$ cat src/hdl/lsu_pkg.sv
package lsu_pkg;

    // Operation code fields
    // Bit 3 set marks a store, bit 2 an unsigned load, bits 1:0 the size
    localparam int op_w = 4;
    localparam int xlen = 64;

    localparam logic [1:0] sz_byte = 2'd0;
    localparam logic [1:0] sz_half = 2'd1;
    localparam logic [1:0] sz_word = 2'd2;
    localparam logic [1:0] sz_dbl  = 2'd3;

    // ------------------------------
    // Loads
    // ------------------------------
    localparam logic [op_w-1:0] op_lb  = 4'b0000;
    localparam logic [op_w-1:0] op_lh  = 4'b0001;
    localparam logic [op_w-1:0] op_lw  = 4'b0010;
    localparam logic [op_w-1:0] op_ld  = 4'b0011;
    localparam logic [op_w-1:0] op_lbu = 4'b0100;
    localparam logic [op_w-1:0] op_lhu = 4'b0101;
    localparam logic [op_w-1:0] op_lwu = 4'b0110;

    // ------------------------------
    // Stores
    // ------------------------------
    localparam logic [op_w-1:0] op_sb  = 4'b1000;
    localparam logic [op_w-1:0] op_sh  = 4'b1001;
    localparam logic [op_w-1:0] op_sw  = 4'b1010;
    localparam logic [op_w-1:0] op_sd  = 4'b1011;

    // One memory doubleword, seen as bytes, halves, words or the whole word
    typedef union packed {
        logic [7:0][7:0]  b;
        logic [3:0][15:0] h;
        logic [1:0][31:0] w;
        logic [63:0]      d;
    } lsu_word_u;

endpackage
$ cat src/hdl/store_align.sv
`timescale 1ns/1ps

module store_align (
    input  logic [lsu_pkg::op_w-1:0] op,
    input  logic [2:0]               addr_lo,
    input  logic [lsu_pkg::xlen-1:0] wdata,
    input  logic                     req,
    output logic [7:0]               byteenable,
    output logic [lsu_pkg::xlen-1:0] lanes,
    output logic                     wen,
    output logic                     ren,
    output logic                     fault,
    output logic                     respond
);
    import lsu_pkg::*;

    logic [1:0] size;
    logic       is_load;
    logic [7:0] be_base;

    assign size    = op[1:0];
    assign is_load = ~op[3];

    // ------------------------------
    // Alignment check
    // ------------------------------
    always_comb begin
        case (size)
            sz_byte: fault = 1'b0;
            sz_half: fault = addr_lo[0];
            sz_word: fault = |addr_lo[1:0];
            default: fault = |addr_lo;
        endcase
    end

    // ------------------------------
    // Byte enables and store lanes
    // ------------------------------
    always_comb begin
        case (size)
            sz_byte: begin
                be_base = 8'h01;
                lanes   = {8{wdata[7:0]}};
            end
            sz_half: begin
                be_base = 8'h03;
                lanes   = {4{wdata[15:0]}};
            end
            sz_word: begin
                be_base = 8'h0f;
                lanes   = {2{wdata[31:0]}};
            end
            default: begin
                be_base = 8'hff;
                lanes   = wdata;
            end
        endcase
    end

    // Shifted mask only matters for aligned accesses, a misaligned one faults anyway
    assign byteenable = be_base << addr_lo;

    // Faulted requests never reach the memory
    assign wen = req & ~is_load & ~fault;
    assign ren = req & is_load & ~fault;

    // Loads and faulted requests of either kind produce a response
    assign respond = req & (is_load | fault);

endmodule

$ cat config.mk
export PLATFORM = sky130hd
export DESIGN_NAME = store_align
export DESIGN_NICKNAME = d
export VERILOG_FILES = /design/src/hdl/lsu_pkg.sv /design/src/hdl/store_align.sv
export SDC_FILE = /design/constraint.sdc
export NUM_CORES = 1
export LEC_CHECK = 0
export BUFFER_PORTS_ARGS = -buffer_cell sky130_fd_sc_hd__buf_2
export CAP_MARGIN = 10
export CORE_MARGIN = 4
export CORE_UTILIZATION = 39
export DETAILED_ROUTE_END_ITERATION = 7
export PLACE_DENSITY = 0.91
export SLEW_MARGIN = 20
export SYNTH_ARGS = -nofsm -noshare
export SYNTH_HDL_FRONTEND = slang
export SYNTH_SLANG_ARGS = --single-unit
$ cat constraint.sdc
create_clock -name vclk -period 2.25
set_input_delay 0.225 -clock vclk [all_inputs]
set_output_delay 0.225 -clock vclk [all_outputs]
set_load 0.03 [all_outputs]
## Word level (Yosys, flattened, before mapping)

Cells that the tools add are included.

| word-level totals | value |
|---|---|
| output and inout bits | 76 |
| logic and storage cells | 17 |
| bits in latches | 0 |
| memories | 0 |
| ROM bits | 0 |
| bits of input ports | 72 |
| flip-flop bits (word level) | 0 |
| bits in writable memories | 0 |

| cells by class | value |
|---|---|
| div/mod/pow operators | 0 |
| equal/unequal tests | 2 |
| $mul | 0 |
| bitwise logic cells | 8 |
| add/sub/neg operators | 0 |
| shift-type cells | 1 |
| reduce and logical (&&, ||, !) cells | 3 |
| order comparisons | 0 |
| multiplexer cells | 3 |

Operator list:

| operator | number |
|---|---|
| $pmux 64 s3 | 1 |
| $pmux 8 s3 | 1 |
| $shl 8x3->8 | 1 |
| $and 1x1->1 | 5 |
| $pmux 1 s3 | 1 |
| $reduce_or 3->1 | 1 |
| $eq 2x1->1 const B | 1 |
| $eq 2x2->1 const B | 1 |
| $logic_not 2->1 | 1 |
| $not 1->1 | 2 |
| $reduce_or 2->1 | 1 |
| $or 1x1->1 | 1 |

## Logic depth before layout (Yosys ltp)

Gate-level depths: netlist of the first run.

| depth | value |
|---|---|
| word-level depth | 4 |
| gate-level depth with buffers | 6 |
| mapped depth without buffers | 4 |

## Worst setup path before layout of the first run

OpenSTA, ideal clock, no wires.

| timing path | value |
|---|---|
| kind | input to output |
| start | input op[1] in the netlist's numbering |
| end | output ren |
| stages on the path | 6 |
| slack | 360 ps |
| path buffers | 2 |
| arrival time | 1665 ps |
| required time | 2025 ps |
| cells stage by stage | buf_6 -> buf_6 -> o21ai_0 -> o21a_1 -> inv_1 -> nor3b_1 |

| on the way | value |
|---|---|
| cells in the longest elaborated chain, start to end | 4 |
| elaborated cells on any way between the ends | 6 |
| classes of those cells | eq/ne: 2; mux: 1; bitwise: 2; reduce/logical: 1 |

RTL lines:

| element | line | text |
|---|---|---|
| start, declared | store_align.sv:4 | `input logic [lsu_pkg::op_w-1:0] op,` |
| $eq 2x2->1, or another cell as far along | store_align.sv:28 | `case (size)` |
| $pmux 1 s3 (*) | store_align.sv:28 |  |
| named net fault | store_align.sv:12 | `output logic fault,` |
| $not 1->1 (*) | store_align.sv:65 | `assign ren = req & is_load & ~fault;` |
| $and 1x1->1 (*) | store_align.sv:65 |  |
| end, declared | store_align.sv:11 | `output logic ren,` |

Mark *: on every way through the listed nets, which the timed path passes. The rest lies on a longest branch.

## Final worst setup path of the first run

| timing path | value |
|---|---|
| start | input op[1] in the netlist's numbering |
| end | output lanes[42] in the netlist's numbering |

| on the way | value |
|---|---|
| cells in the longest elaborated chain, start to end | 2 |
| elaborated cells on any way between the ends | 4 |
| classes of those cells | eq/ne: 2; mux: 1; reduce/logical: 1 |

RTL lines:

| element | line | text |
|---|---|---|
| $eq 2x2->1, or another cell as far along | store_align.sv:40 | `case (size)` |
| $pmux 64 s3 (*) | store_align.sv:40 |  |
| end, declared | store_align.sv:9 | `output logic [lsu_pkg::xlen-1:0] lanes,` |

Mark *: on every way between the ends. The rest lies on a longest branch, timed or not.

==> run metrics, run 1 <==
outcome complete, no violations; filler cell count roughly 290; Worst Min Path Start op[3]; DRT Wirelength 4760 µm; final antenna diode count 0; number of endpoints with negative hold slack in the final report 0; CP max FO 24; netlist area before placement 1300 µm²; class of the worst hold path input port to primary output; Sequential Area 0 µm²; core region area between 3000 and 4000 µm²; initial antenna violation count 0; proportion of layout cells with a drive suffix above 1 0.720; basic-gate share of the synthesized area counting and, or, nand and nor cells 0.107; routed via count divided by cell count between 5 and 6; static power due to leakage between 1 and 1.5 nW; Remaining Overflow, GRT 0; slew at the pin closest to its max-slew limit approximately 0.73 ns; detailed-route wire length per cell 14.7 µm; maxcap violations 0; mux contribution to synthesized area 0.542; post-synthesis compound-gate area fraction 0.204; yosys warns 0; register area share after synthesis 0; post-synthesis cell type count 32; cells after synthesis 152; total routing resource utilization after global routing 0.205; number of clock buffer instances in the layout 0; Post-Route Utilization 0.627; post-CTS setup-driven buffer insertion count 0; fraction of synthesized cell area in xor and xnor cells 0.00676; origin of the worst setup path op[1]; summed negative setup slack over all endpoints 0 ns; overall die height about 66 µm; number of remaining DRC errors 0; Synth Area in Adders 0; unrepaired setup endpoints after global routing no; std cell rows 20; power per standard cell area approximately 330 nW/µm²; worst hold stages 3; global-route wire length before repair around 7200 µm; Starting Density 0.414; port bufs approximately 150; number of global-route vias before repair around 1600; Max Clock Freq ~500 MHz; cts-stage hold buffer count 0; crit end category primary output; area of the die around 4300 µm²; GP Congestion roughly 0.84; CP Launch Type input port; growth of design area from synthesis to finish 51.4%; Critical Path RT just over 2 ns; arrival time of data at the critical path endpoint about 1.8 ns; largest voltage drop on the vdd net approximately 0.25 mV; # IOs around 150; dominant combinational cell family by area after synthesis multiplexers; post-route antenna net violation count 0; fin crit share 0.883; post-cts resize count 0; Starting DRT DRC Count around 100; slew margin rel. 0.512; time the final worst path needs with I/O delays and setup ~2.0 ns; Final setup violation count 0; post-DP HPWL between 3000 and 4000 µm; Crit Path Category input port to primary output; Mapped Nets roughly 220; area of the multi-input gates approximately 1100 µm²; Post-Synthesis Mean Instance Area 8.53 µm²; number of max-slew violations in the final report 0; Final Cell Area 1960 µm²; number of vias in the routed layout 1700; largest net degree at the start of global routing 25; number of sequential cells 0; placed cell area roughly 2000 µm²; die extent in x ~66 µm; Layout Nets 353; TritonRoute pass-1 iters 4
## layout by cell type (no fill, tap or decap)
cell type and n:
sky130_fd_sc_hd__inv_2 1, sky130_fd_sc_hd__nand2_2 1, sky130_fd_sc_hd__inv_1 3, sky130_fd_sc_hd__o21a_1 1, sky130_fd_sc_hd__a221o_1 1, sky130_fd_sc_hd__a221oi_1 1, sky130_fd_sc_hd__nand2_1 2, sky130_fd_sc_hd__a2bb2oi_1 1
sky130_fd_sc_hd__o22ai_1 2, sky130_fd_sc_hd__a21oi_1 13, sky130_fd_sc_hd__o221ai_1 1, sky130_fd_sc_hd__mux2i_1 15, sky130_fd_sc_hd__nor3b_1 2, sky130_fd_sc_hd__mux4_2 8, sky130_fd_sc_hd__mux2_2 29, sky130_fd_sc_hd__nor2_4 1
sky130_fd_sc_hd__a311o_1 1, sky130_fd_sc_hd__o21ai_0 10, sky130_fd_sc_hd__xor2_1 1, sky130_fd_sc_hd__a21boi_1 1, sky130_fd_sc_hd__nor3_1 1, sky130_fd_sc_hd__and3_1 2, sky130_fd_sc_hd__buf_4 3, sky130_fd_sc_hd__buf_2 147
sky130_fd_sc_hd__or2_2 7, sky130_fd_sc_hd__a211oi_1 3, sky130_fd_sc_hd__nor2_1 10, sky130_fd_sc_hd__o211ai_1 7, sky130_fd_sc_hd__buf_12 1, sky130_fd_sc_hd__mux2_4 3
## logic make-up after synthesis
kind of cell,Yosys count
compound gates,42
buf+inv,28
xor+xnor,1
mux,55
simple gates,26
## worst max-delay path, stage by stage
cell and delay, ns:
sky130_fd_sc_hd__buf_2 0.43, sky130_fd_sc_hd__inv_1 0.50, sky130_fd_sc_hd__o211ai_1 0.30, sky130_fd_sc_hd__o21ai_0 0.10, sky130_fd_sc_hd__buf_2 0.19
## where the power goes
part / internal (mW) / switching [mW] / total (mW)
combinational: 0.237 / 0.407 / 0.643
sequential: 0 / 0 / 0
clock: 0 / 0 / 0
total: 0.237 / 0.407 / 0.643
## path summary, 6_finish.rpt
| path | endpoint | slack (ns) |
|---|---|---|
| max | lanes[42] | 0.26 |
| min | ren | 0.75 |
## layer usage
layer / track usage / part of all wire
met1: 0.236 / 0.38
met2: 0.394 / 0.52
met5: 0 / 0
met3: 0.0274 / 0.078
met4: 0.0415 / 0.016
## cell usage after synthesis, types with 2 or more instances
cell | instances | area [µm²]
sky130_fd_sc_hd__nor2_1 | 10 | 37.5
sky130_fd_sc_hd__buf_6 | 4 | 45.0
sky130_fd_sc_hd__buf_2 | 5 | 25.0
sky130_fd_sc_hd__a211oi_1 | 3 | 22.5
sky130_fd_sc_hd__mux2_4 | 3 | 45.0
sky130_fd_sc_hd__and3_1 | 2 | 12.5
sky130_fd_sc_hd__inv_1 | 3 | 11.3
sky130_fd_sc_hd__o211ai_1 | 7 | 52.6
sky130_fd_sc_hd__nand2_1 | 2 | 7.51
sky130_fd_sc_hd__clkbuf_1 | 3 | 11.3
sky130_fd_sc_hd__mux2_2 | 29 | 327
sky130_fd_sc_hd__buf_4 | 11 | 82.6
sky130_fd_sc_hd__mux4_2 | 8 | 180
sky130_fd_sc_hd__or2_2 | 7 | 43.8
sky130_fd_sc_hd__o21ai_0 | 10 | 50.1
sky130_fd_sc_hd__a21oi_1 | 13 | 65.1
sky130_fd_sc_hd__mux2i_1 | 15 | 150
sky130_fd_sc_hd__nor3b_1 | 2 | 15.0
sky130_fd_sc_hd__o22ai_1 | 2 | 12.5
## stage by stage
stage / setup WS [ns] / hold slack (ns) / total power [mW] / cells
after floorplan: 0.360 / 0.565 / 0.458 / 152
after global placement: 0.266 / 0.749 / 0.637 / 323
after detailed placement: 0.235 / 0.755 / 0.646 / 323
after CTS: 0.233 / 0.755 / 0.648 / 323
after global routing: 0.0502 / 0.769 / 0.688 / 323
final: 0.263 / 0.753 / 0.643 / 323
## final cells by class
type / count / share of cell area
Tap cell: 44 / 0.0281
Inverter: 4 / 0.00765
Timing Repair Buffer: 151 / 0.397
Multi-Input combinational cell: 124 / 0.568
Note: power is estimated with default switching activity, not from simulation.
==> inputs of run 2 (changes only) <==
PLACE_DENSITY = 0.95   (was 0.91)
==> run 2 against run 1 <==
  * Global-route usage is 0.73 points higher
  * Die area is the same
  * Cell count is 0.31% lower
  * Clock-buffer cell count is the same
  * Critical path type unchanged
  * Critical endpoint is now lanes[41]
==> run metrics, run 2 (synthesis results as in run 1) <==
cts-stage hold buffer count 0; routed via count divided by cell count around 5.3; TritonRoute pass-1 iters 4; post-DP HPWL 4010 µm; GP Congestion between 0.8 and 0.9; die extent in x between 60 and 70 µm; maxcap violations 0; # IOs roughly 150; power per standard cell area 329 nW/µm²; number of sequential cells 0; CP max FO 27; slew margin rel. 0.531; most frequent cells in the layout sky130_fd_sc_hd__buf_2 (147), sky130_fd_sc_hd__mux2_2 (29), sky130_fd_sc_hd__mux2i_1 (15), sky130_fd_sc_hd__a21oi_1 (13); Worst Hold End ren; filler cell count just under 300; Starting DRT DRC Count 73; number of global-route vias before repair 1659; worst hold stages 3; Critical Path RT slightly above 2 ns; Crit Path Category input port to primary output; area of the die 4310 µm²; crit end category primary output; static power due to leakage approximately 1.0 nW; Worst Min Path Start op[3]; number of clock buffer instances in the layout 0; growth of design area from synthesis to finish 50.8%; core region area around 3100 µm²; fin crit share 0.791; post-cts resize count 0; number of endpoints with negative hold slack in the final report 0; largest net degree at the start of global routing 28; std cell rows 20; CP Launch Type input port; Max Clock Freq around 560 MHz; Starting Density 0.414; number of vias in the routed layout roughly 1700; total routing resource utilization after global routing 0.212; Final setup violation count 0; number of instances in the placed design around 320; Post-Route Utilization 0.625; number of remaining DRC errors 0; largest voltage drop on the vdd net slightly above 0.2 mV; Non-Filler Instances 322; time the final worst path needs with I/O delays and setup between 1.5 and 2 ns; arrival time of data at the critical path endpoint ~1.6 ns; overall die height 65.7 µm; Sequential Area 0 µm²; summed negative setup slack over all endpoints 0 ns; number of max-slew violations in the final report 0; post-route antenna net violation count 0; unrepaired setup endpoints after global routing no; slew at the pin closest to its max-slew limit around 0.7 ns; post-CTS setup-driven buffer insertion count 0; commonest non-fill, non-tap cell in the layout sky130_fd_sc_hd__buf_2; port bufs between 100 and 150; proportion of layout cells with a drive suffix above 1 0.719; final antenna diode count 0; outcome complete, no violations; DRT Wirelength between 4000 and 5000 µm; initial antenna violation count 0; global-route wire length before repair 7530 µm; detailed-route wire length per cell around 15 µm; Layout Nets approximately 350; Remaining Overflow, GRT 0; class of the worst hold path input port to primary output
-- run 2: changes by cell type in the layout (fill, tap and decap cells not counted), sizes merged --
cell  before  now
buf      151  150
-- run 2: power breakdown --
| group | switching, mW | total [mW] | internal, mW |
|---|---|---|---|
| Combinational | 0.407 | 0.643 | 0.236 |
| Clock | 0 | 0 | 0 |
| Sequential | 0 | 0 | 0 |
-- run 2: how the worst max path moves through the flow --
stage | start | end | slack, ns | cells past startpoint
4_1_cts | op[1] | lanes[41] | 0.47 | 6
3_5_place_dp | op[1] | lanes[41] | 0.45 | 6
5_1_grt | op[1] | lanes[42] | 0.29 | 6
3_3_place_gp | op[1] | lanes[41] | 0.47 | 6
6_report | op[1] | lanes[41] | 0.47 | 6
2_1_floorplan | op[1] | ren | 0.36 | 6
-- run 2: final cells by class --
| type | instances | area, µm² | share of cell area |
|---|---|---|---|
| timing repair buffer | 150 | 771 | 0.394 |
| inverter | 4 | 15.0 | 0.00768 |
| multi-input combinational | 124 | 1110 | 0.570 |
| tap | 44 | 55.1 | 0.0282 |
-- run 2: layer usage --
layer	share of wire	vias to the layer above	global-route usage	wire length, µm
li1	-	826	-	-
met1	0.37	798	0.257	1770
met2	0.52	85	0.383	2470
met3	0.084	12	0.0291	401
met4	0.028	0	0.0622	136
met5	0	-	0	0
-- run 2: worst max-delay path, cell delays in order --
cell	delay, ns
sky130_fd_sc_hd__buf_2	0.12
sky130_fd_sc_hd__buf_12	0.16
sky130_fd_sc_hd__inv_1	0.53
sky130_fd_sc_hd__o211ai_1	0.18
sky130_fd_sc_hd__o21ai_0	0.11
sky130_fd_sc_hd__buf_2	0.23
-- run 2: metrics by stage --
step	worst slack [ns]	power (mW)	cell area (µm²)	hold slack (ns)
floorplan	0.360	0.458	1300	0.565
global placement	0.466	0.636	1950	0.749
detailed placement	0.448	0.647	1950	0.752
CTS	0.469	0.649	1950	0.753
global route	0.291	0.690	1950	0.773
finish	0.470	0.643	1950	0.750
==> inputs of run 3 (changes only) <==
CORE_UTILIZATION = 32   (was 39)
PLACE_DENSITY = 0.86   (was 0.95)
clock period = 1.6 ns   (was 2.25 ns; I/O delays follow)
==> run 3 against run 2 <==
  * Routed wire length is 4.5% higher
  * Power rose by 44%
  * Critical path type unchanged
  * Global-route usage decreased by 3.5 points
  * Combinational power grew 44%
  * Cell area is 4.5% higher
  * Sequential cell count unchanged
  * Setup slack got worse by 0.34 ns
  * Clock-buffer cell count unchanged
  * Critical endpoint is now lanes[36]
==> run metrics, run 3 (synthesis results as in run 1) <==
number of max-slew violations in the final report 0; Final Cell Area between 2000 and 2500 µm²; power consumption a little over 0.9 mW; std cell rows 22; growth of design area from synthesis to finish 57.5%; area of the die around 5100 µm²; largest net degree at the start of global routing 25; number of endpoints with negative hold slack in the final report 0; Layout Nets 359; combinational share of power 1.000; routed via count divided by cell count 5.15; count of cell instances traversed by the critical path 5; met3 track utilization from global routing 0.0281; worst path cell trace buf_2 > buf_12 > nand2_2 > mux2_2 > buf_2; number of sequential cells 0; kind of cell with the highest combined delay on the critical path buffers and inverters; crit end category primary output; placed cell area around 2000 µm²; outcome complete, no violations; die extent in x around 72 µm; share of power burned in the clock network 0; sequential share of power 0; largest voltage drop on the vdd net about 0.29 mV; number of vias in the routed layout roughly 1700; Worst Path Buf+Inv 3; slew margin rel. 0.769; total routing resource utilization after global routing 0.177; DRT Wirelength between 4000 and 5000 µm; Starting Density 0.341; met2 demand-to-capacity share in global routing 0.331; final antenna diode count 0; Crit Path Category input port to primary output; filler cell count between 300 and 400; port bufs between 100 and 150; capture point of the worst path lanes[36]; core region area 3800 µm²; Starting DRT DRC Count 57; Remaining Overflow, GRT 0; initial antenna violation count 0; overall die height around 72 µm; most frequent cell on the critical path sky130_fd_sc_hd__buf_2; summed negative setup slack over all endpoints 0 ns; TritonRoute pass-1 iters 4; class of the worst hold path input port to primary output; number of global-route vias before repair around 1600; Final setup violation count 0; fin crit share 0.922; # IOs 148; cts-stage hold buffer count 0; maxcap violations 0; Critical Path Max Stage Delay ~0.39 ns; unrepaired setup endpoints after global routing no; met1 Use GR 0.217; proportion of total power due to net switching 0.623; most frequent cells in the layout sky130_fd_sc_hd__buf_2 (147), sky130_fd_sc_hd__mux2_2 (29), sky130_fd_sc_hd__mux2i_1 (15), sky130_fd_sc_hd__a21oi_1 (13); global-route wire length before repair 7560 µm; post-cts resize count 0; commonest non-fill, non-tap cell in the layout sky130_fd_sc_hd__buf_2; post-route antenna net violation count 0; power per standard cell area roughly 450 nW/µm²; static power due to leakage 1.07 nW; area of the multi-input gates 1120 µm²; Sequential Area 0 µm²; CP Launch Type input port; post-CTS setup-driven buffer insertion count 0; origin of the worst setup path op[1]; CP max FO 16; Critical Path RT around 1.4 ns; GP Congestion 0.807; GRT Max-Usage Layer met2; proportion of layout cells with a drive suffix above 1 0.730; post-DP HPWL 4250 µm; number of clock buffer instances in the layout 0; time the final worst path needs with I/O delays and setup around 1.5 ns; switching power 0.578 mW; internal power roughly 0.35 mW; number of remaining DRC errors 0; arrival time of data at the critical path endpoint about 1.3 ns; slowest stage cell on the critical path sky130_fd_sc_hd__mux2_2; Max Clock Freq approximately 680 MHz; slew at the pin closest to its max-slew limit 0.345 ns; detailed-route wire length per cell around 15 µm
-- run 3: worst min-delay path by stage --
stage | startpoint | end | slack, ns | cells past startpoint
after floorplan | op[3] | ren | 0.39 | 1
after global placement | op[3] | ren | 0.62 | 3
after detailed placement | op[3] | ren | 0.63 | 3
after CTS | op[3] | ren | 0.63 | 3
after global routing | wdata[0] | lanes[0] | 0.64 | 2
final | op[3] | ren | 0.63 | 3
-- run 3: through the flow --
step | utilization | instances | hold WS (ns) | setup WS, ns
after floorplan | - | 152 | 0.388 | 0.0545
after global placement | 0.538 | 333 | 0.624 | 0.137
after detailed placement | 0.538 | 333 | 0.632 | 0.119
after CTS | 0.538 | 333 | 0.632 | 0.119
after global routing | 0.538 | 333 | 0.643 | 0.0711
final | 0.538 | 333 | 0.628 | 0.125
-- run 3: layer usage --
metal	vias to the layer above	part of all wire
met5	-	0
met4	0	0.0054
met3	2	0.090
met2	82	0.53
met1	788	0.38
li1	843	-
-- run 3: power by group through the flow --
stage | Clock, mW | Sequential, mW | Combinational [mW]
floorplan | 0 | 0 | 0.645
global placement | 0 | 0 | 0.919
detailed placement | 0 | 0 | 0.934
CTS | 0 | 0 | 0.937
global route | 0 | 0 | 0.993
finish | 0 | 0 | 0.928
-- run 3: final cells by class --
type | instances | share of cell area
multi-input cells | 124 | 0.548
well taps | 48 | 0.0294
inverters | 4 | 0.00735
repair buffers | 157 | 0.415
