File: src/hdl/lsu_pkg.sv
package lsu_pkg;

    // Operation code fields
    // Bit 3 set marks a store, bit 2 an unsigned load, bits 1:0 the size
    localparam int op_w = 4;
    localparam int xlen = 64;

    localparam logic [1:0] sz_byte = 2'd0;
    localparam logic [1:0] sz_half = 2'd1;
    localparam logic [1:0] sz_word = 2'd2;
    localparam logic [1:0] sz_dbl  = 2'd3;

    // ------------------------------
    // Loads
    // ------------------------------
    localparam logic [op_w-1:0] op_lb  = 4'b0000;
    localparam logic [op_w-1:0] op_lh  = 4'b0001;
    localparam logic [op_w-1:0] op_lw  = 4'b0010;
    localparam logic [op_w-1:0] op_ld  = 4'b0011;
    localparam logic [op_w-1:0] op_lbu = 4'b0100;
    localparam logic [op_w-1:0] op_lhu = 4'b0101;
    localparam logic [op_w-1:0] op_lwu = 4'b0110;

    // ------------------------------
    // Stores
    // ------------------------------
    localparam logic [op_w-1:0] op_sb  = 4'b1000;
    localparam logic [op_w-1:0] op_sh  = 4'b1001;
    localparam logic [op_w-1:0] op_sw  = 4'b1010;
    localparam logic [op_w-1:0] op_sd  = 4'b1011;

    // One memory doubleword, seen as bytes, halves, words or the whole word
    typedef union packed {
        logic [7:0][7:0]  b;
        logic [3:0][15:0] h;
        logic [1:0][31:0] w;
        logic [63:0]      d;
    } lsu_word_u;

endpackage
File: src/hdl/load_extract.sv
`timescale 1ns/1ps

module load_extract (
    input  logic                     clk,
    input  logic                     rst_n,
    input  logic                     capture,
    input  logic [lsu_pkg::op_w-1:0] op,
    input  logic [7:0]               byteenable,
    input  logic                     fault,
    input  lsu_pkg::lsu_word_u       rword,
    output logic                     rsp_valid,
    output logic                     rsp_fault,
    output logic [lsu_pkg::xlen-1:0] rdata
);
    import lsu_pkg::*;

    logic            pend_q;
    logic [op_w-1:0] op_q;
    logic [7:0]      be_q;
    logic            fault_q;

    logic [2:0]      lo;
    logic [7:0]      sel_b;
    logic [15:0]     sel_h;
    logic [31:0]     sel_w;
    logic [xlen-1:0] ext;

    // ------------------------------
    // Stage one, beside the memory read
    // ------------------------------
    always_ff @(posedge clk or negedge rst_n) begin
        if (!rst_n) begin
            pend_q <= 1'b0;
        end else begin
            pend_q <= capture;
        end
    end

    always_ff @(posedge clk) begin
        if (capture) begin
            op_q    <= op;
            be_q    <= byteenable;
            fault_q <= fault;
        end
    end

    // ------------------------------
    // Stage two, select and extend
    // ------------------------------

    // Lowest enabled byte gives the offset of the addressed part
    always_comb begin
        lo = 3'd0;
        for (int i = 7; i >= 0; i--) begin
            if (be_q[i]) begin
                lo = 3'(i);
            end
        end
    end

    assign sel_b = rword.b[lo];
    assign sel_h = rword.h[lo[2:1]];
    assign sel_w = rword.w[lo[2]];

    always_comb begin
        case (op_q)
            op_lb:   ext = {{56{sel_b[7]}}, sel_b};
            op_lh:   ext = {{48{sel_h[15]}}, sel_h};
            op_lw:   ext = {{32{sel_w[31]}}, sel_w};
            op_ld:   ext = rword.d;
            op_lbu:  ext = {56'b0, sel_b};
            op_lhu:  ext = {48'b0, sel_h};
            op_lwu:  ext = {32'b0, sel_w};
            default: ext = '0;
        endcase
    end

    // Response register, rdata is forced to zero on a fault
    always_ff @(posedge clk or negedge rst_n) begin
        if (!rst_n) begin
            rsp_valid <= 1'b0;
            rsp_fault <= 1'b0;
            rdata     <= '0;
        end else begin
            rsp_valid <= pend_q;
            rsp_fault <= pend_q & fault_q;
            if (pend_q && !fault_q) begin
                rdata <= ext;
            end else begin
                rdata <= '0;
            end
        end
    end

endmodule

File: config.mk
export PLATFORM = sky130hd
export DESIGN_NAME = load_extract
export DESIGN_NICKNAME = d
export VERILOG_FILES = /design/src/hdl/lsu_pkg.sv /design/src/hdl/load_extract.sv
export SDC_FILE = /design/constraint.sdc
export NUM_CORES = 1
export LEC_CHECK = 0
export ABC_AREA = 1
export BUFFER_PORTS_ARGS = -buffer_cell sky130_fd_sc_hd__buf_2
export CORE_MARGIN = 2
export CORE_UTILIZATION = 35
export DETAILED_ROUTE_END_ITERATION = 8
export GPL_ROUTABILITY_DRIVEN = 0
export PLACE_DENSITY = 0.68
export SYNTH_ARGS = -nofsm -noshare
export SYNTH_HDL_FRONTEND = slang
export SYNTH_SLANG_ARGS = --single-unit
File: constraint.sdc
create_clock -name clk -period 3.2 [get_ports clk]
set_input_delay 0.16 -clock clk [delete_from_list [all_inputs] [get_ports clk]]
set_output_delay 0.16 -clock clk [all_outputs]
set_load 0.01 [all_outputs]
; Yosys cells after proc, flatten, opt, wreduce, memory -nomap -nowiden
; Cells that the tools add are included.
[totals]
ff_bits = 80
inputBits = 80
out_inout_bits = 66
[classes]
magnitude_cmp = 3
n_eq_ne = 6
muxes = 16
bitwise = 1
n_reduce_logical = 3
[ops]
columns = operator, n
row1 = 64-bit case mux with 7 select lines, 1
row2 = 32-bit two-way mux, 2
row3 = 64-bit two-way mux, 1
row4 = 16-bit binary-select mux with 2-bit select, 1
row5 = 8-bit binary-select mux with 3-bit select, 1
row6 = 3-bit two-way mux, 8
row7 = 16-bit two-way mux, 1
row8 = 4-bit by 3-bit equality test with 1-bit output (second input constant), 3
row9 = 4-bit by 2-bit equality test with 1-bit output (second input constant), 2
row10 = 8-bit two-way mux, 1
row11 = 4-bit by 1-bit equality test with 1-bit output (second input constant), 1
row12 = 4-bit zero test, 1
row13 = 3-bit by 4-bit less-than comparator with 1-bit output (second input constant), 1
row14 = 2-bit by 3-bit less-than comparator with 1-bit output (second input constant), 1
row15 = 1-bit by 2-bit less-than comparator with 1-bit output (second input constant), 1
row16 = 1-bit bitwise AND, 1
row17 = 1-bit logical AND, 1
row18 = 1-bit zero test, 1

; Depth between registers and ports, before layout
; Gate-level depths: netlist (run 1).
[depth]
word_depth = 12
ltp_mapped = 18

; Worst setup path before layout (run 1)
; OpenSTA, ideal clock, no wires.
[synth_timing]
path_kind = reg-to-reg
start = reg be_q[4]
end = reg rdata[61] (netlist bit)
setup_ns = 0.113
arrival_ns = 1.622
required_time_ns = 3.087
setup_slack_ns = 1.465
stages_incl_launch_ff = 16
path_buffers = 2
synth_period_minus_slack_ns = 1.735
path_cell_list = edfxtp_1 -> nor2_2 -> nand2_1 -> nand2_2 -> nand2_2 -> buf_6 -> nand2_4 -> nand2_4 -> nand2_2 -> nand2_2 -> nand2_4 -> o21a_4 -> buf_12 -> nand3_2 -> nand2_1 -> inv_1
[synth_between]
elab_chain_cells = 9
elab_cells_between_ends = 13
cone_classes = 13 x mux
[synth_lines]
columns = item, line_no
row1 = from (decl), load_extract.sv:19  ; logic [7:0] be_q;
row2 = from (signal assigned), load_extract.sv:42  ; be_q <= byteenable;
row3 = 3-bit two-way mux (*) (5 in a row), load_extract.sv:55  ; if (be_q[i]) begin
row4 = 8-bit binary-select mux with 3-bit select (tied with other cells), load_extract.sv:61  ; assign sel_b = rword.b[lo];
row5 = 8-bit two-way mux (not written as such) (tied with other cells), load_extract.sv:61
row6 = 64-bit case mux with 7 select lines (*), load_extract.sv:66  ; case (op_q)
row7 = 64-bit two-way mux (*), load_extract.sv:87  ; if (pend_q && !fault_q) begin
row8 = to (signal assigned), load_extract.sv:88  ; rdata <= ext;
row9 = to (decl), load_extract.sv:13  ; output logic [lsu_pkg::xlen-1:0] rdata
; Mark *: on every way between the ends. The rest lies on a longest branch, timed or not. The select of a mux whose other input is x is not followed.
; A chain may end at the register's enable or synchronous reset.

; Worst setup path in the final report (run 1)
[layout_timing]
start = reg be_q[4]
end = reg rdata[35] (netlist bit)
; Same word-level chain as after synthesis.

==> results.yml, run 1 <==
status:
  status: "finished clean"
logic_synthesis:
  synthTopCellsByCount: "145 x nand2_1, 120 x inv_1, 67 x dfrtp_1"
  postSynthCellCount: 611
  ys.flop_type: "dfrtp_1"
  yosys.area.top_type: "dfrtp_1"
  synth_most_common_cell: "nand2_1"
  ys_types: 29
  ys_top_cells_by_area: "dfrtp_1 35%, nand2_1 11%, inv_1 9.3%, nand3_2 8.9%, edfxtp_1 8.1%"
  ys_seq_area_share_pct: 42.67
  async_reset_ff_share_pct: 83.75
  ys_warn_count: 0
  avgSynthCellArea_sq_um: 7.929
  synth_area_sq_um: 4845
  synth_seq_cells: 80
  synth_nets: 691
  synth-edff-count: 13
  synth_top_area_share_pct: 34.61
die:
  initial_utilization_pct: 36.15
  die_w_um: 121.7
  num_rows: 42
  core_area_sq_um: 13400
  die_h_um: 121.7
  dieArea_sq_um: 14800
  ios: 146
critical_path:
  r2r_start: "be_q[4]"
  slowest_stage: "o21a_4"
  path_cells: "nor2_2, nand3_1, nand2_2, inv_2, nand2_2, nand2_2, nand2_4, o21a_4, nand3_2, nand2_1, inv_1"
  cp_data_arrival_time_ns: 2.84
  cp-start-kind: "flip-flop"
  path_buf_inv: 2
  critPathTopFamily: "simple AND/OR/NAND/NOR gates"
  setup.worst_path.start: "be_q[4]"
  crit_top_cell: "nand2_2"
  cp-end-kind: "flip-flop"
  cpPeakStageDelay_ns: 0.55
  cp_data_required_time_ns: 3.43
  cp_max_fo: 33
  crit_type: "reg -> reg"
clock_network:
  post_cts_resized: 0
  htree_levels: 3
  clockBufferDepth: 2
  clk_latency_ns: 0.34
  cts_root_buf: "clkbuf_16"
  cts_tree: "yes"
  cts_sinks: 80
  cts_made_buffers: 9
  path_clk_slew_ns: 0.06
timing:
  holdWs_ns: 0.008226
  worst_clock_skew_ns: 0.01088
  fmax_mhz: 383.9
  hold_viol_final: 0
  tightestPinTransition_ns: 0.8548
  setup_viol: 0
  relSlewSlack_pct: 43.01
  grt_setup_unrepaired: "no"
  finalMaxSlewViolations: 0
  fin_tns_setup_ns: 0
  fin_crit_sh_pct: 81.41
  finalCriticalPeriod_ns: 2.605
power_and_ir_drop:
  vdd_drop_max_mv: 0.2256
  powerDensity_nw_per_um2: 439.2
  p_leak_nw: 3.847
  power_mw: 2.634
routing:
  drc: 0
  drtIter0Drc: 368
  ant_nets: 0
  avgViaCountPerCell: 4.703
  wire_per_inst_um: 14.85
  vias: 4416
  finalWirelength_um: 13940
  drt_pre_antenna_iters: 5
global_route:
  grt_use_total_pct: 19.42
  use_met3_pct: 4.775
  grt_busiest_layer: "met2"
  overflow: 0
  antenna_found_initial: 3
  grt_pass1_wl_um: 21910
  grt_max_degree: 49
  grt_pass1_vias: 4140
  met2_usage_pct: 30.44
  grtUsageMet1_pct: 25.80
cells_and_area:
  final_net_count: 835
  drive_above_1_share_pct: 31.71
  synthToLayoutAreaGrowth_pct: 23.79
  final_cell_count_no_fill: 939
placement:
  portBuffers: 145
  dp_hpwl_um: 10330
  placed_cells: 908
job:
  drv_cap: 0
hold_path:
  hold_class: "in -> reg"
  min_from: "op[2]"
path summary, 6_finish.rpt:
check                                 end  slack (ns)  cells after the start
worst max register to register  rdata[35]        0.59                     11
worst max-delay path            rdata[35]        0.59                     11
min in group asynchronous       rdata[62]        0.48                      2
worst min-delay path              op_q[2]       0.008                      1
max in group asynchronous       rdata[35]        1.85                      3
worst min register to register  rsp_valid        0.40                      0
report_power, final:
part | internal [mW] | switching, mW | total, mW
logic | 0.185 | 0.320 | 0.505
registers | 1.08 | 0.0163 | 1.10
clock network | 0.645 | 0.386 | 1.03
metal layers:
metal	vias up	wire, um
met1	2023	6128
met3	28	892
met4	2	373
met2	165	6541
met5	-	7
li1	2198	-
logic make-up after synthesis:
| family | after synthesis | synth area share (%) |
|---|---|---|
| buffers and inverters | 158 | 16.09 |
| AO/OA/AOI/OAI | 95 | 11.39 |
| flip-flops | 80 | 42.67 |
| AND/OR/NAND/NOR | 278 | 29.86 |
cell usage in the layout, fill, tap and decap left out, drive strengths merged, types with 9 or more instances in the layout:
cell,instances
dlygate4sd3,12
nand2,162
buf,152
edfxtp,13
nand3,69
a22oi,9
o22ai,15
a21oi,18
o21ai,45
dfrtp,67
clkbuf,13
nor2,36
inv,127
timing repair:
| item | 4_1_cts | 5_1_grt |
|---|---|---|
| setup buffers | 0 | 0 |
| hold buffers | 11 | 1 |
| hold endpoints to repair | 47 | 1 |
area by class of cell:
cell class	instances	area [sq um]
clock inverters	3	42.54
multi-input cells	373	2012
repair buffers	164	910.9
fillers	1374	7403
clock buffers	13	260.3
well taps	176	220.2
diodes	3	7.507
flip-flops and latches	80	2067
inverters	127	476.7
through the flow:
stage	cell area, sq um	utilization, %	setup WS (ns)
2_1_floorplan	4845	-	1.465
6_report	5997	44.75	0.5949
4_1_cts	5979	44.62	0.6132
5_1_grt	5992	44.72	0.3285
3_5_place_dp	5567	41.54	0.6310
3_3_place_gp	5567	41.54	0.7006
state kept, by name, indices dropped and copies added (netlist names):
signal	count
rsp_fault	1
be_q	8
rdata	64
rsp_valid	1
op_q	4
fault_q	1
pend_q	1
(Power assumes the default switching activity.)
==> run 2, diff against run 1 <==
==> constraint.sdc (replaced) <==
create_clock -name clk -period 2.59 [get_ports clk]
set_input_delay 0.1295 -clock clk [delete_from_list [all_inputs] [get_ports clk]]
set_output_delay 0.1295 -clock clk [all_outputs]
set_load 0.01 [all_outputs]
==> run 2 against run 1 <==
Critical path depth is 2 lower. Combinational power increased by 26%. Cell area is 0.73% higher. Wire length up 1.7%. Register-to-register slack got worse by 0.25 ns. Sequential share of layout area decreased by 0.25 points.
==> results.yml, run 2 (same netlist as run 1, synthesis figures left out) <==
routing:
  finalWirelength_um: 14180
  drt_pre_antenna_iters: 5
  wire_per_inst_um: 15.07
  ant_nets: 0
  drtIter0Drc: 341
  drc: 0
  avgViaCountPerCell: 4.694
  vias: 4417
global_route:
  antenna_found_initial: 2
  overflow: 0
  grt_pass1_vias: 4221
  grt_pass1_wl_um: 21980
  grt_max_degree: 38
  grt_use_total_pct: 19.45
timing:
  finalMaxSlewViolations: 0
  fmax_mhz: 444.6
  grt_setup_unrepaired: "no"
  fin_tns_setup_ns: 0
  relSlewSlack_pct: 43.09
  finalCriticalPeriod_ns: 2.249
  worst_clock_skew_ns: 0.005484
  tightestPinTransition_ns: 0.8536
  fin_crit_sh_pct: 86.84
  holdWs_ns: 0.08021
  setup_viol: 0
  hold_viol_final: 0
  layout_setup_ws_ns: 0.3407
clock_network:
  clockBufferDepth: 2
  clk_latency_ns: 0.34
  post_cts_resized: 0
  cts_tree: "yes"
  hold_buffers: 14
  htree_levels: 3
  cts_sinks: 80
  path_clk_slew_ns: 0.06
  cts_setup_buffers: 0
  cts_root_buf: "clkbuf_16"
  cts_made_buffers: 9
hold_path:
  hold_class: "in -> reg"
cells_and_area:
  largest_reg_flops: 64
  reg.largest.list: "rdata: 64 flops, be_q: 8 flops, op_q: 4 flops"
  final_cell_mix: "145 x nand2_1, 145 x buf_2, 120 x inv_1, 67 x dfrtp_1, 43 x nand3_2"
  drive_above_1_share_pct: 31.81
  synthToLayoutAreaGrowth_pct: 24.69
  regMostFlops: "rdata"
  utilization_pct: 45.08
  final_net_count: 840
placement:
  portBuffers: 145
  dp_hpwl_um: 10330
  pre_cts_slack_ns: 0.3937
die:
  core_area_sq_um: 13400
  die_w_um: 121.7
  dieArea_sq_um: 14800
  num_rows: 42
  initial_utilization_pct: 36.15
  ios: 146
  die_h_um: 121.7
job:
  drv_cap: 0
power_and_ir_drop:
  p_leak_nw: 3.870
  pwr-share-seq_pct: 42.2
  clockPowerShare_pct: 38.1
  vdd_drop_max_mv: 0.2984
  powerDensity_nw_per_um2: 532.4
  switchingPower_mw: 0.9144
  p_int_mw: 2.301
  switching_share_pct: 28.44
  p_comb_share_pct: 19.7
  power_mw: 3.216
critical_path:
  cp-end-kind: "flip-flop"
  cpPeakStageDelay_ns: 0.51
  slowest_stage: "inv_1"
  cp_data_required_time_ns: 2.84
  cp-start-kind: "flip-flop"
  cp_data_arrival_time_ns: 2.50
  crit_type: "reg -> reg"
  cp_max_fo: 22
  path_cells: "nor2_2, nand2_1, nand2_2, nand2_2, inv_1, nand2_1, o22ai_1, nor2_1, a21oi_1"
status:
  status: "finished clean"
run 2: layout make-up:
cell class / count / area, sq um
inverters: 127 / 476.7
clock buffers: 13 / 271.5
diodes: 1 / 2.502
fillers: 1401 / 7360
clock inverters: 2 / 12.51
repair buffers: 169 / 978.4
flip-flops and latches: 80 / 2067
multi-input cells: 373 / 2012
well taps: 176 / 220.2
run 2: path summary, 6_finish.rpt:
check,from,endpoint,slack (ns),cells after the start
min reg2reg,pend_q,rsp_valid,0.41,0
max in group asynchronous,rst_n,rsp_fault,1.49,3
max reg2reg,be_q[4],rdata[11],0.34,9
max,be_q[4],rdata[11],0.34,9
min,capture,pend_q,0.08,1
min in group asynchronous,rst_n,rdata[43],0.44,2
run 2: per-stage QoR:
| stage | std cells | area [sq um] |
|---|---|---|
| after global routing | 940 | 6038 |
| after global placement | 911 | 5614 |
| final | 941 | 6041 |
| after CTS | 940 | 6038 |
| after detailed placement | 911 | 5614 |
| after floorplan | 611 | 4845 |
run 2: power by group through the flow:
stage / clock [mW] / combinational (mW) / sequential [mW]
after floorplan: 0 / 0.383 / 1.40
after global placement: 0 / 0.608 / 1.38
after global routing: 1.31 / 0.711 / 1.36
final: 1.22 / 0.634 / 1.36
after CTS: 1.25 / 0.633 / 1.36
after detailed placement: 0 / 0.612 / 1.38
run 2: critical path, delay by kind of cell (launching register included):
family	cells	cell delay [ns]
compound gates	2	0.39
flops	1	0.40
buf+inv	1	0.51
simple gates	6	0.85
run 2: per-layer routing:
metal,GRT usage [%],up-vias,wire (um)
met3,4.682,18,1024
met5,0,-,13
met1,25.60,2034,6224
li1,-,2194,-
met4,5.891,2,265
met2,31.81,169,6654
==> run 3, diff against run 2 <==
--- a/config.mk
+++ b/config.mk
@@ -8,10 +8,10 @@
 export ABC_AREA = 1
 export BUFFER_PORTS_ARGS = -buffer_cell sky130_fd_sc_hd__buf_2
 export CORE_MARGIN = 2
-export CORE_UTILIZATION = 35
+export CORE_UTILIZATION = 48
 export DETAILED_ROUTE_END_ITERATION = 8
 export GPL_ROUTABILITY_DRIVEN = 0
-export PLACE_DENSITY = 0.68
+export PLACE_DENSITY = 0.85
 export SYNTH_ARGS = -nofsm -noshare
 export SYNTH_HDL_FRONTEND = slang
 export SYNTH_SLANG_ARGS = --single-unit
==> run 3 against run 2 <==
Die area shrank 26%. Clock skew grew 0.0056 ns. Critical endpoint is now rdata[49]. Highest routed layer unchanged. Largest cell class unchanged. Count of clock-buffer cells in the layout shrank 2.
==> results.yml, run 3 (same netlist as run 1, synthesis figures left out) <==
placement:
  dp_hpwl_um: 9081
  portBuffers: 145
routing:
  met3_length_um: 1113
  ant_nets: 0
  vias: 4394
  drc: 0
  drt_pre_antenna_iters: 6
  finalWirelength_um: 12280
  maxUsedRoutingLayer: "met5"
  avgViaCountPerCell: 4.893
  wl_met1_um: 5017
  wire_per_inst_um: 13.68
  wl_met2_um: 5853
  drtIter0Drc: 346
cells_and_area:
  final_cell_mix: "145 x nand2_1, 145 x buf_2, 120 x inv_1, 67 x dfrtp_1, 43 x nand3_2"
  n_fill_cell: 899
  regMostFlops: "rdata"
  reg.largest.list: "rdata: 64 flops, be_q: 8 flops, op_q: 4 flops"
  drive_above_1_share_pct: 31.72
  largest_reg_flops: 64
  final_net_count: 838
  synthToLayoutAreaGrowth_pct: 20.79
clock_network:
  path_clk_slew_ns: 0.08
  cts_sinks: 80
  cts_tree: "yes"
  cts_setup_buffers: 0
  clk_latency_ns: 0.36
  htree_levels: 3
  clockBufferDepth: 2
  post_cts_resized: 0
  cts_made_buffers: 9
  cts_root_buf: "clkbuf_8"
power_and_ir_drop:
  clockPowerShare_pct: 31.3
  p_comb_share_pct: 21.5
  switching_share_pct: 29.85
  p_leak_nw: 3.808
  powerDensity_nw_per_um2: 490.0
  power_mw: 2.867
  switchingPower_mw: 0.8560
  vdd_drop_max_mv: 0.3002
  p_int_mw: 2.011
  pwr-share-seq_pct: 47.2
critical_path:
  cp_data_required_time_ns: 2.85
  cp_max_fo: 33
  crit_type: "reg -> reg"
  cp-start-kind: "flip-flop"
  cp_data_arrival_time_ns: 2.49
  cp-end-kind: "flip-flop"
timing:
  tightestPinTransition_ns: 0.8319
  hold_viol_final: 0
  fin_crit_sh_pct: 86.02
  finalMaxSlewViolations: 0
  fin_tns_setup_ns: 0
  relSlewSlack_pct: 44.54
  finalCriticalPeriod_ns: 2.228
  fmax_mhz: 448.8
  setup_viol: 0
  worst_clock_skew_ns: 0.01112
  holdWs_ns: 0.03917
  grt_setup_unrepaired: "no"
die:
  ios: 146
  core_area_sq_um: 9774
  die_h_um: 104.5
  die_w_um: 104.5
  initial_utilization_pct: 49.56
  dieArea_sq_um: 10910
  num_rows: 36
hold_path:
  hold_class: "in -> reg"
job:
  drv_cap: 0
global_route:
  overflow: 0
  grt_max_degree: 68
  grt_pass1_wl_um: 20290
  antenna_found_initial: 2
  grt_use_total_pct: 23.42
  grt_pass1_vias: 4207
status:
  status: "finished clean"
## run 3: changes by cell type in the layout (fill, tap and decap cells not counted)
cell	previous run	this run
clkbuf_8	1	9
diode_2	1	2
clkbuf_16	10	0
inv_4	0	2
bufinv_16	0	1
buf_12	3	1
## run 3: power groups by stage
| stage | logic [mW] | clock network (mW) | registers (mW) |
|---|---|---|---|
| after floorplan | 0.383 | 0 | 1.40 |
| after global placement | 0.587 | 0 | 1.38 |
| after detailed placement | 0.594 | 0 | 1.38 |
| after CTS | 0.614 | 0.914 | 1.35 |
| after global routing | 0.695 | 0.962 | 1.36 |
| final | 0.616 | 0.898 | 1.35 |
## run 3: path summary, 6_finish.rpt
check | startpoint | to | slack [ns] | cells past startpoint
setup / recovery | be_q[4] | rdata[49] | 0.36 | 13
hold / removal | capture | pend_q | 0.04 | 1
setup reg to reg | be_q[4] | rdata[49] | 0.36 | 13
hold reg to reg | pend_q | rsp_valid | 0.41 | 0
max in group asynchronous | rst_n | rdata[7] | 1.55 | 3
min in group asynchronous | rst_n | rdata[56] | 0.48 | 3
## run 3: area by class of cell
type,count,area (sq um),area share [%]
antenna,2,5.005,0.08552
clock buffer,11,131.4,2.245
clock inverter,5,55.05,0.9408
inverter,127,476.7,8.146
multi-input combinational,373,2012,34.38
sequential,80,2067,35.32
tap,133,166.4,2.844
timing repair buffer,167,938.4,16.04
## run 3: critical path, stage by stage, from the launching register on
cell,delay (ns)
edfxtp_1,0.40
nor2_2,0.14
nand2_1,0.07
nand2_2,0.08
nand2_2,0.14
nand2_2,0.11
nand2_2,0.05
nand2_2,0.05
nand2_2,0.06
nand2_4,0.20
o21a_4,0.53
nand3_2,0.13
nand2_1,0.08
inv_1,0.04
## run 3: through the flow
step,area [sq um],std cells,setup WS [ns],utilization [%]
floorplan,4845,611,0.8553,-
global placement,5520,866,0.4225,56.48
detailed placement,5520,866,0.3525,56.48
CTS,5847,896,0.3385,59.82
global route,5847,896,0.1397,59.82
finish,5852,898,0.3620,59.87
## run 3: repair_timing
action	4_1_cts	5_1_grt
setup endpoints to repair	0	0
hold buffers	14	0
hold endpoints to repair	78	0
## run 3: per-layer routing
| layer | vias up | GRT usage (%) |
|---|---|---|
| met1 | 1983 | 28.61 |
| met2 | 181 | 39.03 |
| li1 | 2195 | - |
| met3 | 33 | 7.957 |
| met4 | 2 | 7.336 |
| met5 | - | 0 |
